[src/dispatch_pkg.sv]
// widths fixed at RV32; SB_DEPTH must stay a power of two so commit IDs cover every entry
package dispatch_pkg;

    localparam int XLEN = 32;

    // outstanding loads tracked by the scoreboard
    localparam int SB_DEPTH = 4;
    localparam int COMMIT_ID_W = $clog2(SB_DEPTH);

    localparam int REG_ADDR_W = 5;
    localparam int ALU_OP_W = 4;
    localparam int WMASK_W = XLEN / 8;

    // register data, immediates, operands, addresses
    typedef logic [XLEN-1:0] word_t;

    // x0 is index 0 and never causes a hazard
    typedef logic [REG_ADDR_W-1:0] reg_addr_t;

    // opaque to dispatch, passed to the ALU as is
    typedef logic [ALU_OP_W-1:0] alu_op_t;

    typedef logic [COMMIT_ID_W-1:0] commit_id_t;

    // bit n enables byte n
    typedef logic [WMASK_W-1:0] wmask_t;

    // encoding 2'b11 is unused
    typedef enum logic [1:0] {
        MEM_BYTE = 2'b00,
        MEM_HALF = 2'b01,
        MEM_WORD = 2'b10
    } mem_size_e;

endpackage

[src/dispatch_if.sv]
// request bundles between dispatch units; plain signals, no handshake of their own
`timescale 1ns/1ps

interface alu_req_if;
    import dispatch_pkg::*;

    logic    req;
    alu_op_t op;
    word_t   op1;
    word_t   op2;

    modport src (
        output req,
        output op,
        output op1,
        output op2
    );

    modport dst (
        input req,
        input op,
        input op1,
        input op2
    );

endinterface

interface mem_req_if;
    import dispatch_pkg::*;

    // req, load and store stay low on a misaligned access
    logic   req;
    logic   load;
    logic   store;
    word_t  addr;
    wmask_t wmask;
    word_t  wdata;
    logic   misaligned_load;
    logic   misaligned_store;

    modport src (
        output req,
        output load,
        output store,
        output addr,
        output wmask,
        output wdata,
        output misaligned_load,
        output misaligned_store
    );

    modport dst (
        input req,
        input load,
        input store,
        input addr,
        input wmask,
        input wdata,
        input misaligned_load,
        input misaligned_store
    );

    // hazard unit only needs to see aligned loads
    modport mon (
        input req,
        input load
    );

endinterface

[src/hazard_unit.sv]
// no bypass: any pending load blocks its consumers; a commit frees its entry one edge later
`timescale 1ns/1ps

module hazard_unit (
    input  logic                    clk,
    input  logic                    rst_n_i,
    input  logic                    inst_valid_i,
    input  dispatch_pkg::reg_addr_t rs1_addr_i,
    input  dispatch_pkg::reg_addr_t rs2_addr_i,
    input  logic                    rs1_re_i,
    input  logic                    rs2_re_i,
    input  dispatch_pkg::reg_addr_t rd_addr_i,
    input  logic                    stall_i,
    input  logic                    commit_valid_i,
    input  dispatch_pkg::commit_id_t commit_id_i,
    mem_req_if.mon                  mem,
    output logic                    hazard_stall_o,
    output logic                    issue_o,
    output logic                    pipe_en_o,
    output dispatch_pkg::commit_id_t alloc_id_o
);
    import dispatch_pkg::*;

    logic [SB_DEPTH-1:0] busy_q;
    reg_addr_t           rd_q [SB_DEPTH];
    logic [SB_DEPTH-1:0] rs1_hit;
    logic [SB_DEPTH-1:0] rs2_hit;
    logic                rs1_wait;
    logic                rs2_wait;
    logic                sb_full;
    logic                load_issue;

    // compare sources against every pending load destination
    always_comb begin
        for (int i = 0; i < SB_DEPTH; i++) begin
            rs1_hit[i] = busy_q[i] && (rd_q[i] == rs1_addr_i);
            rs2_hit[i] = busy_q[i] && (rd_q[i] == rs2_addr_i);
        end
    end

    // x0 reads never wait
    assign rs1_wait = rs1_re_i && (rs1_addr_i != '0) && (|rs1_hit);
    assign rs2_wait = rs2_re_i && (rs2_addr_i != '0) && (|rs2_hit);
    assign sb_full  = &busy_q;

    assign hazard_stall_o = inst_valid_i
                          && (rs1_wait || rs2_wait || (mem.req && mem.load && sb_full));

    assign issue_o    = inst_valid_i && !hazard_stall_o && !stall_i;
    assign pipe_en_o  = !stall_i;
    assign load_issue = issue_o && mem.req && mem.load;

    // lowest free entry wins
    always_comb begin
        alloc_id_o = '0;
        for (int i = SB_DEPTH - 1; i >= 0; i--) begin
            if (!busy_q[i]) begin
                alloc_id_o = commit_id_t'(i);
            end
        end
    end

    // allocation is written after the commit, so it wins on a shared index
    always_ff @(posedge clk) begin
        if (!rst_n_i) begin
            busy_q <= '0;
        end else begin
            if (commit_valid_i) begin
                busy_q[commit_id_i] <= 1'b0;
            end
            if (load_issue) begin
                busy_q[alloc_id_o] <= 1'b1;
            end
        end
    end

    // destination only matters while the busy bit is set
    always_ff @(posedge clk) begin
        if (load_issue) begin
            rd_q[alloc_id_o] <= rd_addr_i;
        end
    end

endmodule

[src/alu_issue.sv]
// purely combinational; req is not qualified by instruction valid, the pipe register does that
`timescale 1ns/1ps

module alu_issue (
    input  logic                  is_alu_i,
    input  logic                  alu_src_pc_i,
    input  logic                  alu_src_imm_i,
    input  dispatch_pkg::alu_op_t alu_op_i,
    input  dispatch_pkg::word_t   pc_i,
    input  dispatch_pkg::word_t   imm_i,
    input  dispatch_pkg::word_t   rs1_rdata_i,
    input  dispatch_pkg::word_t   rs2_rdata_i,
    alu_req_if.src                alu
);

    assign alu.req = is_alu_i;
    assign alu.op  = alu_op_i;

    // auipc and jal-style ops take the PC as first operand
    assign alu.op1 = alu_src_pc_i ? pc_i : rs1_rdata_i;

    // I-type takes the immediate
    assign alu.op2 = alu_src_imm_i ? imm_i : rs2_rdata_i;

endmodule

[src/mem_agu.sv]
// combinational; size encoding 2'b11 yields an empty mask and is never flagged misaligned
`timescale 1ns/1ps

module mem_agu (
    input  logic                    is_load_i,
    input  logic                    is_store_i,
    input  dispatch_pkg::mem_size_e mem_size_i,
    input  dispatch_pkg::word_t     imm_i,
    input  dispatch_pkg::word_t     rs1_rdata_i,
    input  dispatch_pkg::word_t     rs2_rdata_i,
    mem_req_if.src                  mem
);
    import dispatch_pkg::*;

    word_t  addr;
    wmask_t wmask;
    word_t  wdata;
    logic   misaligned;

    assign addr = rs1_rdata_i + imm_i;

    always_comb begin
        case (mem_size_i)
            MEM_BYTE: begin
                wmask      = wmask_t'(4'b0001) << addr[1:0];
                wdata      = {4{rs2_rdata_i[7:0]}};
                misaligned = 1'b0;
            end
            MEM_HALF: begin
                // halves land on byte 0 or byte 2
                wmask      = addr[1] ? 4'b1100 : 4'b0011;
                wdata      = {2{rs2_rdata_i[15:0]}};
                misaligned = addr[0];
            end
            MEM_WORD: begin
                wmask      = 4'b1111;
                wdata      = rs2_rdata_i;
                misaligned = |addr[1:0];
            end
            default: begin
                wmask      = '0;
                wdata      = rs2_rdata_i;
                misaligned = 1'b0;
            end
        endcase
    end

    assign mem.addr  = addr;
    assign mem.wmask = wmask;
    assign mem.wdata = wdata;

    // a misaligned access raises only its flag
    assign mem.req   = (is_load_i || is_store_i) && !misaligned;
    assign mem.load  = is_load_i && !misaligned;
    assign mem.store = is_store_i && !misaligned;

    assign mem.misaligned_load  = is_load_i && misaligned;
    assign mem.misaligned_store = is_store_i && misaligned;

endmodule

[src/dispatch_pipe.sv]
// one register stage; holds everything when pipe_en_i is low, bubbles when issue_i is low
`timescale 1ns/1ps

module dispatch_pipe (
    input  logic                     clk,
    input  logic                     rst_n_i,
    input  logic                     pipe_en_i,
    input  logic                     issue_i,
    input  dispatch_pkg::commit_id_t alloc_id_i,
    input  dispatch_pkg::word_t      pc_i,
    input  dispatch_pkg::reg_addr_t  rd_addr_i,
    input  logic                     rd_we_i,
    alu_req_if.dst                   alu,
    mem_req_if.dst                   mem,
    output logic                     pipe_inst_valid_o,
    output dispatch_pkg::word_t      pipe_pc_o,
    output dispatch_pkg::reg_addr_t  pipe_rd_addr_o,
    output logic                     pipe_rd_we_o,
    output dispatch_pkg::commit_id_t commit_id_o,
    output logic                     req_alu_o,
    output dispatch_pkg::alu_op_t    alu_op_o,
    output dispatch_pkg::word_t      alu_op1_o,
    output dispatch_pkg::word_t      alu_op2_o,
    output logic                     req_mem_o,
    output logic                     mem_load_o,
    output logic                     mem_store_o,
    output dispatch_pkg::word_t      mem_addr_o,
    output dispatch_pkg::wmask_t     mem_wmask_o,
    output dispatch_pkg::word_t      mem_wdata_o,
    output logic                     misaligned_load_o,
    output logic                     misaligned_store_o
);

    // control bits, qualified by issue
    always_ff @(posedge clk) begin
        if (!rst_n_i) begin
            pipe_inst_valid_o  <= 1'b0;
            req_alu_o          <= 1'b0;
            req_mem_o          <= 1'b0;
            mem_load_o         <= 1'b0;
            mem_store_o        <= 1'b0;
            misaligned_load_o  <= 1'b0;
            misaligned_store_o <= 1'b0;
        end else if (pipe_en_i) begin
            pipe_inst_valid_o  <= issue_i;
            req_alu_o          <= issue_i && alu.req;
            req_mem_o          <= issue_i && mem.req;
            mem_load_o         <= issue_i && mem.load;
            mem_store_o        <= issue_i && mem.store;
            misaligned_load_o  <= issue_i && mem.misaligned_load;
            misaligned_store_o <= issue_i && mem.misaligned_store;
        end
    end

    // payload follows the same enable
    always_ff @(posedge clk) begin
        if (pipe_en_i) begin
            pipe_pc_o      <= pc_i;
            pipe_rd_addr_o <= rd_addr_i;
            pipe_rd_we_o   <= rd_we_i;
            // only meaningful alongside mem_load_o
            commit_id_o    <= alloc_id_i;
            alu_op_o       <= alu.op;
            alu_op1_o      <= alu.op1;
            alu_op2_o      <= alu.op2;
            mem_addr_o     <= mem.addr;
            mem_wmask_o    <= mem.wmask;
            mem_wdata_o    <= mem.wdata;
        end
    end

endmodule

[src/dispatch_top.sv]
// decoder must hold its inputs while hazard_stall_o or stall_i is high; one commit port only
`timescale 1ns/1ps

module dispatch_top (
    input  logic                     clk,
    input  logic                     rst_n_i,
    input  logic                     inst_valid_i,
    input  dispatch_pkg::word_t      pc_i,
    input  dispatch_pkg::word_t      imm_i,
    input  dispatch_pkg::word_t      rs1_rdata_i,
    input  dispatch_pkg::word_t      rs2_rdata_i,
    input  dispatch_pkg::reg_addr_t  rs1_addr_i,
    input  dispatch_pkg::reg_addr_t  rs2_addr_i,
    input  logic                     rs1_re_i,
    input  logic                     rs2_re_i,
    input  dispatch_pkg::reg_addr_t  rd_addr_i,
    input  logic                     rd_we_i,
    input  logic                     is_alu_i,
    input  dispatch_pkg::alu_op_t    alu_op_i,
    input  logic                     alu_src_pc_i,
    input  logic                     alu_src_imm_i,
    input  logic                     is_load_i,
    input  logic                     is_store_i,
    input  dispatch_pkg::mem_size_e  mem_size_i,
    input  logic                     stall_i,
    input  logic                     commit_valid_i,
    input  dispatch_pkg::commit_id_t commit_id_i,
    output logic                     hazard_stall_o,
    output logic                     pipe_inst_valid_o,
    output dispatch_pkg::word_t      pipe_pc_o,
    output dispatch_pkg::reg_addr_t  pipe_rd_addr_o,
    output logic                     pipe_rd_we_o,
    output dispatch_pkg::commit_id_t commit_id_o,
    output logic                     req_alu_o,
    output dispatch_pkg::alu_op_t    alu_op_o,
    output dispatch_pkg::word_t      alu_op1_o,
    output dispatch_pkg::word_t      alu_op2_o,
    output logic                     req_mem_o,
    output logic                     mem_load_o,
    output logic                     mem_store_o,
    output dispatch_pkg::word_t      mem_addr_o,
    output dispatch_pkg::wmask_t     mem_wmask_o,
    output dispatch_pkg::word_t      mem_wdata_o,
    output logic                     misaligned_load_o,
    output logic                     misaligned_store_o
);
    import dispatch_pkg::*;

    logic       issue;
    logic       pipe_en;
    commit_id_t alloc_id;

    alu_req_if alu_req ();
    mem_req_if mem_req ();

    hazard_unit u_hazard_unit (
        .clk           (clk),
        .rst_n_i       (rst_n_i),
        .inst_valid_i  (inst_valid_i),
        .rs1_addr_i    (rs1_addr_i),
        .rs2_addr_i    (rs2_addr_i),
        .rs1_re_i      (rs1_re_i),
        .rs2_re_i      (rs2_re_i),
        .rd_addr_i     (rd_addr_i),
        .stall_i       (stall_i),
        .commit_valid_i(commit_valid_i),
        .commit_id_i   (commit_id_i),
        .mem           (mem_req.mon),
        .hazard_stall_o(hazard_stall_o),
        .issue_o       (issue),
        .pipe_en_o     (pipe_en),
        .alloc_id_o    (alloc_id)
    );

    alu_issue u_alu_issue (
        .is_alu_i     (is_alu_i),
        .alu_src_pc_i (alu_src_pc_i),
        .alu_src_imm_i(alu_src_imm_i),
        .alu_op_i     (alu_op_i),
        .pc_i         (pc_i),
        .imm_i        (imm_i),
        .rs1_rdata_i  (rs1_rdata_i),
        .rs2_rdata_i  (rs2_rdata_i),
        .alu          (alu_req.src)
    );

    mem_agu u_mem_agu (
        .is_load_i  (is_load_i),
        .is_store_i (is_store_i),
        .mem_size_i (mem_size_i),
        .imm_i      (imm_i),
        .rs1_rdata_i(rs1_rdata_i),
        .rs2_rdata_i(rs2_rdata_i),
        .mem        (mem_req.src)
    );

    dispatch_pipe u_dispatch_pipe (
        .clk               (clk),
        .rst_n_i           (rst_n_i),
        .pipe_en_i         (pipe_en),
        .issue_i           (issue),
        .alloc_id_i        (alloc_id),
        .pc_i              (pc_i),
        .rd_addr_i         (rd_addr_i),
        .rd_we_i           (rd_we_i),
        .alu               (alu_req.dst),
        .mem               (mem_req.dst),
        .pipe_inst_valid_o (pipe_inst_valid_o),
        .pipe_pc_o         (pipe_pc_o),
        .pipe_rd_addr_o    (pipe_rd_addr_o),
        .pipe_rd_we_o      (pipe_rd_we_o),
        .commit_id_o       (commit_id_o),
        .req_alu_o         (req_alu_o),
        .alu_op_o          (alu_op_o),
        .alu_op1_o         (alu_op1_o),
        .alu_op2_o         (alu_op2_o),
        .req_mem_o         (req_mem_o),
        .mem_load_o        (mem_load_o),
        .mem_store_o       (mem_store_o),
        .mem_addr_o        (mem_addr_o),
        .mem_wmask_o       (mem_wmask_o),
        .mem_wdata_o       (mem_wdata_o),
        .misaligned_load_o (misaligned_load_o),
        .misaligned_store_o(misaligned_store_o)
    );

endmodule

[config.mk]
export PLATFORM = sky130hd
export DESIGN_NAME = dispatch_top
export DESIGN_NICKNAME = d
export VERILOG_FILES = /design/src/dispatch_pkg.sv /design/src/dispatch_if.sv /design/src/hazard_unit.sv /design/src/alu_issue.sv /design/src/mem_agu.sv /design/src/dispatch_pipe.sv /design/src/dispatch_top.sv
export SDC_FILE = /design/constraint.sdc
export NUM_CORES = 1
export LEC_CHECK = 0
export BUFFER_PORTS_ARGS = -buffer_cell sky130_fd_sc_hd__buf_2
export CAP_MARGIN = 20
export CORE_MARGIN = 5
export CORE_UTILIZATION = 46
export CTS_CLUSTER_SIZE = 30
export DETAILED_ROUTE_END_ITERATION = 16
export PLACE_DENSITY_LB_ADDON = 0.15
export SLEW_MARGIN = 10
export SYNTH_ARGS = -nofsm -noshare
export SYNTH_HDL_FRONTEND = slang
export SYNTH_SLANG_ARGS = --single-unit
[constraint.sdc]
create_clock -name clk -period 5.4 [get_ports clk]
set_clock_uncertainty 0.05 [all_clocks]
set_input_delay 1.35 -clock clk [delete_from_list [all_inputs] [get_ports clk]]
set_output_delay 1.35 -clock clk [all_outputs]
set_load 0.03 [all_outputs]
==> flow_metrics.tcl, run 1 <==
set metrics [dict create \
    worst_slew_margin_rel_pct 37.9 \
    min_delay_path_depth 2 \
    post_cts_buffers 0 \
    fmaxAchievable_ghz 0.209 \
    ys.flop_type "edfxtp_1" \
    hold_path_class "flip-flop to flip-flop" \
    cp-endpoint "hazard_stall_o" \
    fin_crit_sh_pct 88.7 \
    ir_drop_v 0.000377 \
    overflow 0 \
    synth_warnings 0 \
    io_buffer_count 347 \
    synthToLayoutAreaGrowth_pct 28.1 \
    synth.most_common_cell "edfxtp_1" \
    pwr-share-seq_pct 44.1 \
    die_w_um 156 \
    vias 7105 \
    powerDensity_nw_per_um2 354 \
    synth_seq_cells 207 \
    synth_top_cell_by_area "edfxtp_1" \
    fin_ws_ns 0.611 \
    holdBufCountCts 0 \
    ys_top_cells_by_area "edfxtp_1, mux2_2, ha_1" \
    final_util_pct 60.0 \
    hpwl_um 22100 \
    initial_core_util_pct 46.8 \
    hold_viol 0 \
    synth_common_cells "edfxtp_1, mux2_2, nand2_1, xor2_1, ha_1" \
    p_int_w 0.00319 \
    drtAntennaViolNets 0 \
    die_area_sq_um 24400 \
    seq_area_frac_synth_pct 62.0 \
    p_leak_nw 5.30 \
    setup_viol 0 \
    row_count 53 \
    combPwrFrac_pct 20.4 \
    coreArea_sq_um 21000 \
    grt_pass1_vias 7234 \
    r2r-end "u_hazard_unit.rd_q[1][1]" \
    timing.setup.tns_ns 0 \
    synth_nets 903 \
    drt_iter0_drc 347 \
    nNetsFinal 1248 \
    p_total_w 0.00446 \
    crit_fanout 5 \
    ff2ff_path_depth 9 \
    critPathRequiredTime_ns 4.00 \
    antenna_found_initial 1 \
    min_period_ns 4.79 \
    arrival_ns 3.39 \
    startpoint_type "primary input" \
    cts_resized 0 \
    grt_use_total_pct 22.5 \
    first_pass_iters 5 \
    power.switching_w 0.00127 \
    drv_cap 0 \
    viasPerCell 5.30 \
    gp_congestion 0.844 \
    netlist_area_sq_um 9840 \
    wl_per_cell_um 21.2 \
    async_reset_ff_share_pct 0 \
    root_buffer "clkbuf_16" \
    clock_sinks 207 \
    synth_cell_types 67 \
    worst_slew_pin_slew_ns 0.931 \
    ios 348 \
    r2r_slack_ns 2.62 \
    grt_max_degree 89 \
    holdWs_ns 0.414 \
    drive_above_1_share_pct 44.9 \
    synth.top_cell.area_share_pct 59.8 \
    numCtsBuffers 23 \
    cts_buffer_depth 3 \
    drc 0 \
    syn_area_per_cell_sq_um 14.0 \
    slew_viol_final 0 \
    outcome "finished, final reports clean" \
    clk_pin_slew_ns 0.06 \
    synth_edf_count 196 \
    preCtsSetupSlack_ns 0.630 \
    r2r-start "u_hazard_unit.rd_q[3][3]" \
    cts_tree "built" \
    totalWireLength_um 28500 \
    h-tree-depth 1 \
    rsz0062_at_grt "false" \
    synthCells 703 \
    crit_start "rs1_rdata_i[0]" \
    swShare_pct 28.4 \
    die_h_um 156 \
    clockPowerShare_pct 35.5 \
    clk_latency_ns 0.49 \
    crit_path_end_kind "output port" \
    grt_pass1_wl_um 42400 \
    worstSetupPathType "primary input to output port" \
]
[layout by cell type (no fill, tap or decap), types with 3 or more instances in the layout]
cell type	Yosys	layout
nand2b_1	5	5
nand2_1	39	39
a21o_1	8	8
o21ai_0	11	11
bufinv_16	0	4
a22o_1	8	8
a31oi_1	6	6
a32oi_1	3	3
nand4_1	6	6
buf_4	2	5
nand3_1	16	16
o21a_1	4	4
o211a_1	3	3
clkbuf_16	0	23
nor4_1	10	10
nor2b_1	6	6
o21bai_1	3	3
a21oi_1	34	34
o21ai_1	5	5
a22oi_1	9	9
xnor2_1	29	29
buf_2	8	347
o211ai_1	6	6
dfxtp_1	11	11
edfxtp_1	196	196
nor3_1	9	9
nor2_1	32	31
mux2_2	71	71
a21oi_2	3	3
xor2_1	39	39
inv_1	21	20
and3_1	4	4
clkinv_2	0	8
ha_1	35	35
clkinv_1	1	4
or4_1	3	3
[power by group through the flow]
stage | Sequential [W] | Clock, W | Combinational (W)
floorplan | 0.00230 | 0 | 0.000306
global placement | 0.00200 | 0 | 0.000909
detailed placement | 0.00200 | 0 | 0.000914
CTS | 0.00197 | 0.00162 | 0.000918
global route | 0.00198 | 0.00169 | 0.000977
finish | 0.00197 | 0.00158 | 0.000911
[state kept, by name, summed over array words and instances, names as in the netlist, 2 cells and up]
register,count
u_dispatch_pipe.mem_addr_o,32
u_dispatch_pipe.alu_op2_o,32
u_dispatch_pipe.mem_wmask_o,4
u_dispatch_pipe.commit_id_o,2
u_dispatch_pipe.pipe_pc_o,32
u_hazard_unit.rd_q,20
u_dispatch_pipe.mem_wdata_o,32
u_dispatch_pipe.alu_op1_o,32
u_dispatch_pipe.alu_op_o,4
u_dispatch_pipe.pipe_rd_addr_o,5
u_hazard_unit.busy_q,4
[metrics by stage]
stage / cell area (sq um) / std cells
after floorplan: 9840 / 703
after global placement: 11800 / 1297
after detailed placement: 11800 / 1297
after CTS: 12600 / 1338
after global routing: 12600 / 1340
final: 12600 / 1340
[how the worst min path moves through the flow]
| stage | from | end |
|---|---|---|
| finish | u_dispatch_pipe.req_mem_o | u_dispatch_pipe.req_mem_o |
| global route | u_dispatch_pipe.req_mem_o | u_dispatch_pipe.req_mem_o |
| floorplan | u_hazard_unit.busy_q[0] | u_hazard_unit.busy_q[0] |
| CTS | u_dispatch_pipe.req_mem_o | u_dispatch_pipe.req_mem_o |
| detailed placement | u_dispatch_pipe.req_mem_o | u_dispatch_pipe.req_mem_o |
| global placement | u_dispatch_pipe.req_mem_o | u_dispatch_pipe.req_mem_o |
[cell type report]
class | count | area [sq um]
fill | 1752 | 8410
inverter | 22 | 86.3
clock buffer | 25 | 583
tap | 275 | 344
antenna | 1 | 2.50
clock inverter | 16 | 179
sequential | 207 | 6110
timing repair buffer | 354 | 1820
multi-input combinational | 440 | 3490
[kinds of logic after synthesis]
family	share of synthesized area [%]
flip-flops	62.0
AND/OR/NAND/NOR	7.43
AO/OA/AOI/OAI	9.04
multiplexers	8.23
XOR/XNOR	6.05
buffers and inverters	2.56
adder cells (fa/ha/maj)	4.65
[worst max-delay path: stages]
cell	delay [ns]
buf_2	0.09
ha_1	0.17
inv_1	0.06
fa_1	0.54
o21ai_0	0.11
nand2_1	0.20
and4_1	0.27
nand3_1	0.11
and2b_1	0.19
nor2b_1	0.09
buf_2	0.20
[metal layers]
layer | global-route usage, % | wire length, um | share of wire, % | up-vias
met5 | 0 | 0 | 0 | -
met4 | 6.24 | 689 | 2.4 | 0
met3 | 6.31 | 2560 | 9.0 | 39
met2 | 37.5 | 13700 | 48 | 314
met1 | 28.9 | 11500 | 40 | 3390
li1 | - | - | - | 3362
Power figures use the tool's default switching activity.
==> run 2: changes to the inputs <==
==> constraint.sdc (replaced) <==
create_clock -name clk -period 5.4 [get_ports clk]
set_clock_uncertainty 0.05 [all_clocks]
set_input_delay 0.27 -clock clk [delete_from_list [all_inputs] [get_ports clk]]
set_output_delay 0.27 -clock clk [all_outputs]
set_load 0.03 [all_outputs]
==> run 2 against run 1 <==
Sequential cell count unchanged. Final area up 3.3%. Clock power down 4%. Utilization up 2.0 points. Register-to-register slack better by 0.09 ns. Hold slack worse by 0.41 ns.
==> flow_metrics.tcl, run 2 (synthesis results as in run 1) <==
set metrics [dict create \
    outcome "finished, final reports clean" \
    p_leak_nw 5.46 \
    setup_viol 0 \
    hold_viol 0 \
    antenna_found_initial 0 \
    gp_congestion 0.877 \
    die_w_um 156 \
    initial_core_util_pct 46.8 \
    io_buffer_count 347 \
    h-tree-depth 1 \
    first_pass_iters 5 \
    fmaxAchievable_ghz 0.333 \
    drc 0 \
    clock_sinks 207 \
    layout_commonest_cell "buf_2" \
    hpwl_um 21500 \
    ir_drop_v 0.000224 \
    ff2ff_path_depth 9 \
    timing.setup.tns_ns 0 \
    worst_slew_pin_slew_ns 0.970 \
    crit_fanout 9 \
    cts_tree "built" \
    totalWireLength_um 28700 \
    hold_path_class "primary input to flip-flop" \
    wl_per_cell_um 20.7 \
    die_area_sq_um 24400 \
    min_delay_path_depth 1 \
    grt_pass1_vias 7480 \
    hold_path_end "u_dispatch_pipe.mem_wdata_o[5]" \
    p_total_w 0.00442 \
    overflow 0 \
    ios 348 \
    coreArea_sq_um 21000 \
    row_count 53 \
    rsz0062_at_grt "false" \
    r2r_slack_ns 2.71 \
    final_util_pct 61.9 \
    min-delay-start "rs2_rdata_i[5]" \
    drive_above_1_share_pct 42.0 \
    arrival_ns 3.10 \
    drv_cap 0 \
    powerDensity_nw_per_um2 339 \
    critPathRequiredTime_ns 5.49 \
    viasPerCell 5.21 \
    fin_crit_sh_pct 55.7 \
    grt_max_degree 136 \
    worstSetupPathType "primary input to flip-flop" \
    min_period_ns 3.01 \
    grt_pass1_wl_um 42400 \
    r2r-end "u_hazard_unit.rd_q[1][1]" \
    cts_buffer_depth 3 \
    drt_iter0_drc 377 \
    die_h_um 156 \
    grt_use_total_pct 22.4 \
    drtAntennaViolNets 0 \
    worst_slew_margin_rel_pct 35.4 \
    clk_latency_ns 0.51 \
    crit_path_end_kind "flip-flop" \
    clk_pin_slew_ns 0.06 \
    r2r-start "u_hazard_unit.rd_q[3][0]" \
    slew_viol_final 0 \
    nNetsFinal 1295 \
    synthToLayoutAreaGrowth_pct 32.3 \
    root_buffer "clkbuf_16" \
    final_cell_mix "buf_2, edfxtp_1, mux2_2, dlygate4sd3_1" \
    vias 7233 \
    startpoint_type "primary input" \
    insertedDiodeCount 0 \
    numCtsBuffers 24 \
]
==> run 2: layer usage <==
layer	up-vias	global-route usage (%)	share of wire, %
li1	3456	-	-
met1	3432	27.9	40
met2	305	39.1	49
met3	40	5.78	8.2
met4	0	5.58	2.2
met5	-	0	0
==> run 2: area by class of cell <==
cell class | count | area [sq um]
fill | 1706 | 8000
sequential | 207 | 6110
multi-input combinational | 440 | 3490
timing repair buffer | 400 | 2260
clock buffer | 28 | 637
tap | 275 | 344
clock inverter | 16 | 96.3
inverter | 22 | 90.1
==> run 2: through the flow <==
step / instance area [sq um] / hold slack [ns] / worst slack (ns) / cells
global route: 13000 / 0.00698 / 2.24 / 1388
floorplan: 9840 / 0.319 / 0.997 / 703
global placement: 11800 / 0.398 / 2.08 / 1294
CTS: 13000 / 0.00105 / 2.46 / 1388
finish: 13000 / 0.00599 / 2.39 / 1388
detailed placement: 11800 / 0.398 / 1.94 / 1294
==> run 2: worst max-delay path, cell delays in order <==
cell,delay [ns]
buf_2,0.11
ha_1,0.22
inv_1,0.07
fa_1,0.46
o21ai_0,0.20
nand2_1,0.19
and4_1,0.29
nand3_1,0.11
nor4bb_1,0.29
buf_4,0.22
nand3_4,0.12
nor3_1,0.55
==> run 2: worst max path at each step <==
stage / cells past startpoint / from / end / slack (ns)
floorplan: 2 / stall_i / u_dispatch_pipe.alu_op1_o[0] / 1.0
detailed placement: 12 / imm_i[0] / u_hazard_unit.rd_q[1][3] / 1.94
finish: 12 / imm_i[0] / u_hazard_unit.rd_q[1][1] / 2.39
CTS: 12 / imm_i[0] / u_hazard_unit.rd_q[1][3] / 2.46
global route: 12 / imm_i[0] / u_hazard_unit.rd_q[1][1] / 2.24
global placement: 12 / imm_i[0] / u_hazard_unit.rd_q[1][1] / 2.08
==> run 2: what timing repair did <==
action                    4_1_cts  5_1_grt
hold buffers                   50        0
resized for setup               0        0
setup buffers                   0        0
hold endpoints to repair       72        0
==> run 2: report_power, final <==
| part | switching, W | leakage (nW) | internal [W] | total, W |
|---|---|---|---|---|
| Combinational | 0.000623 | 3.11 | 0.000314 | 0.000937 |
| Clock | 0.000627 | 0.351 | 0.000884 | 0.00151 |
| Sequential | 0.0000360 | 1.99 | 0.00193 | 0.00197 |
| Total | 0.00129 | 5.46 | 0.00313 | 0.00442 |
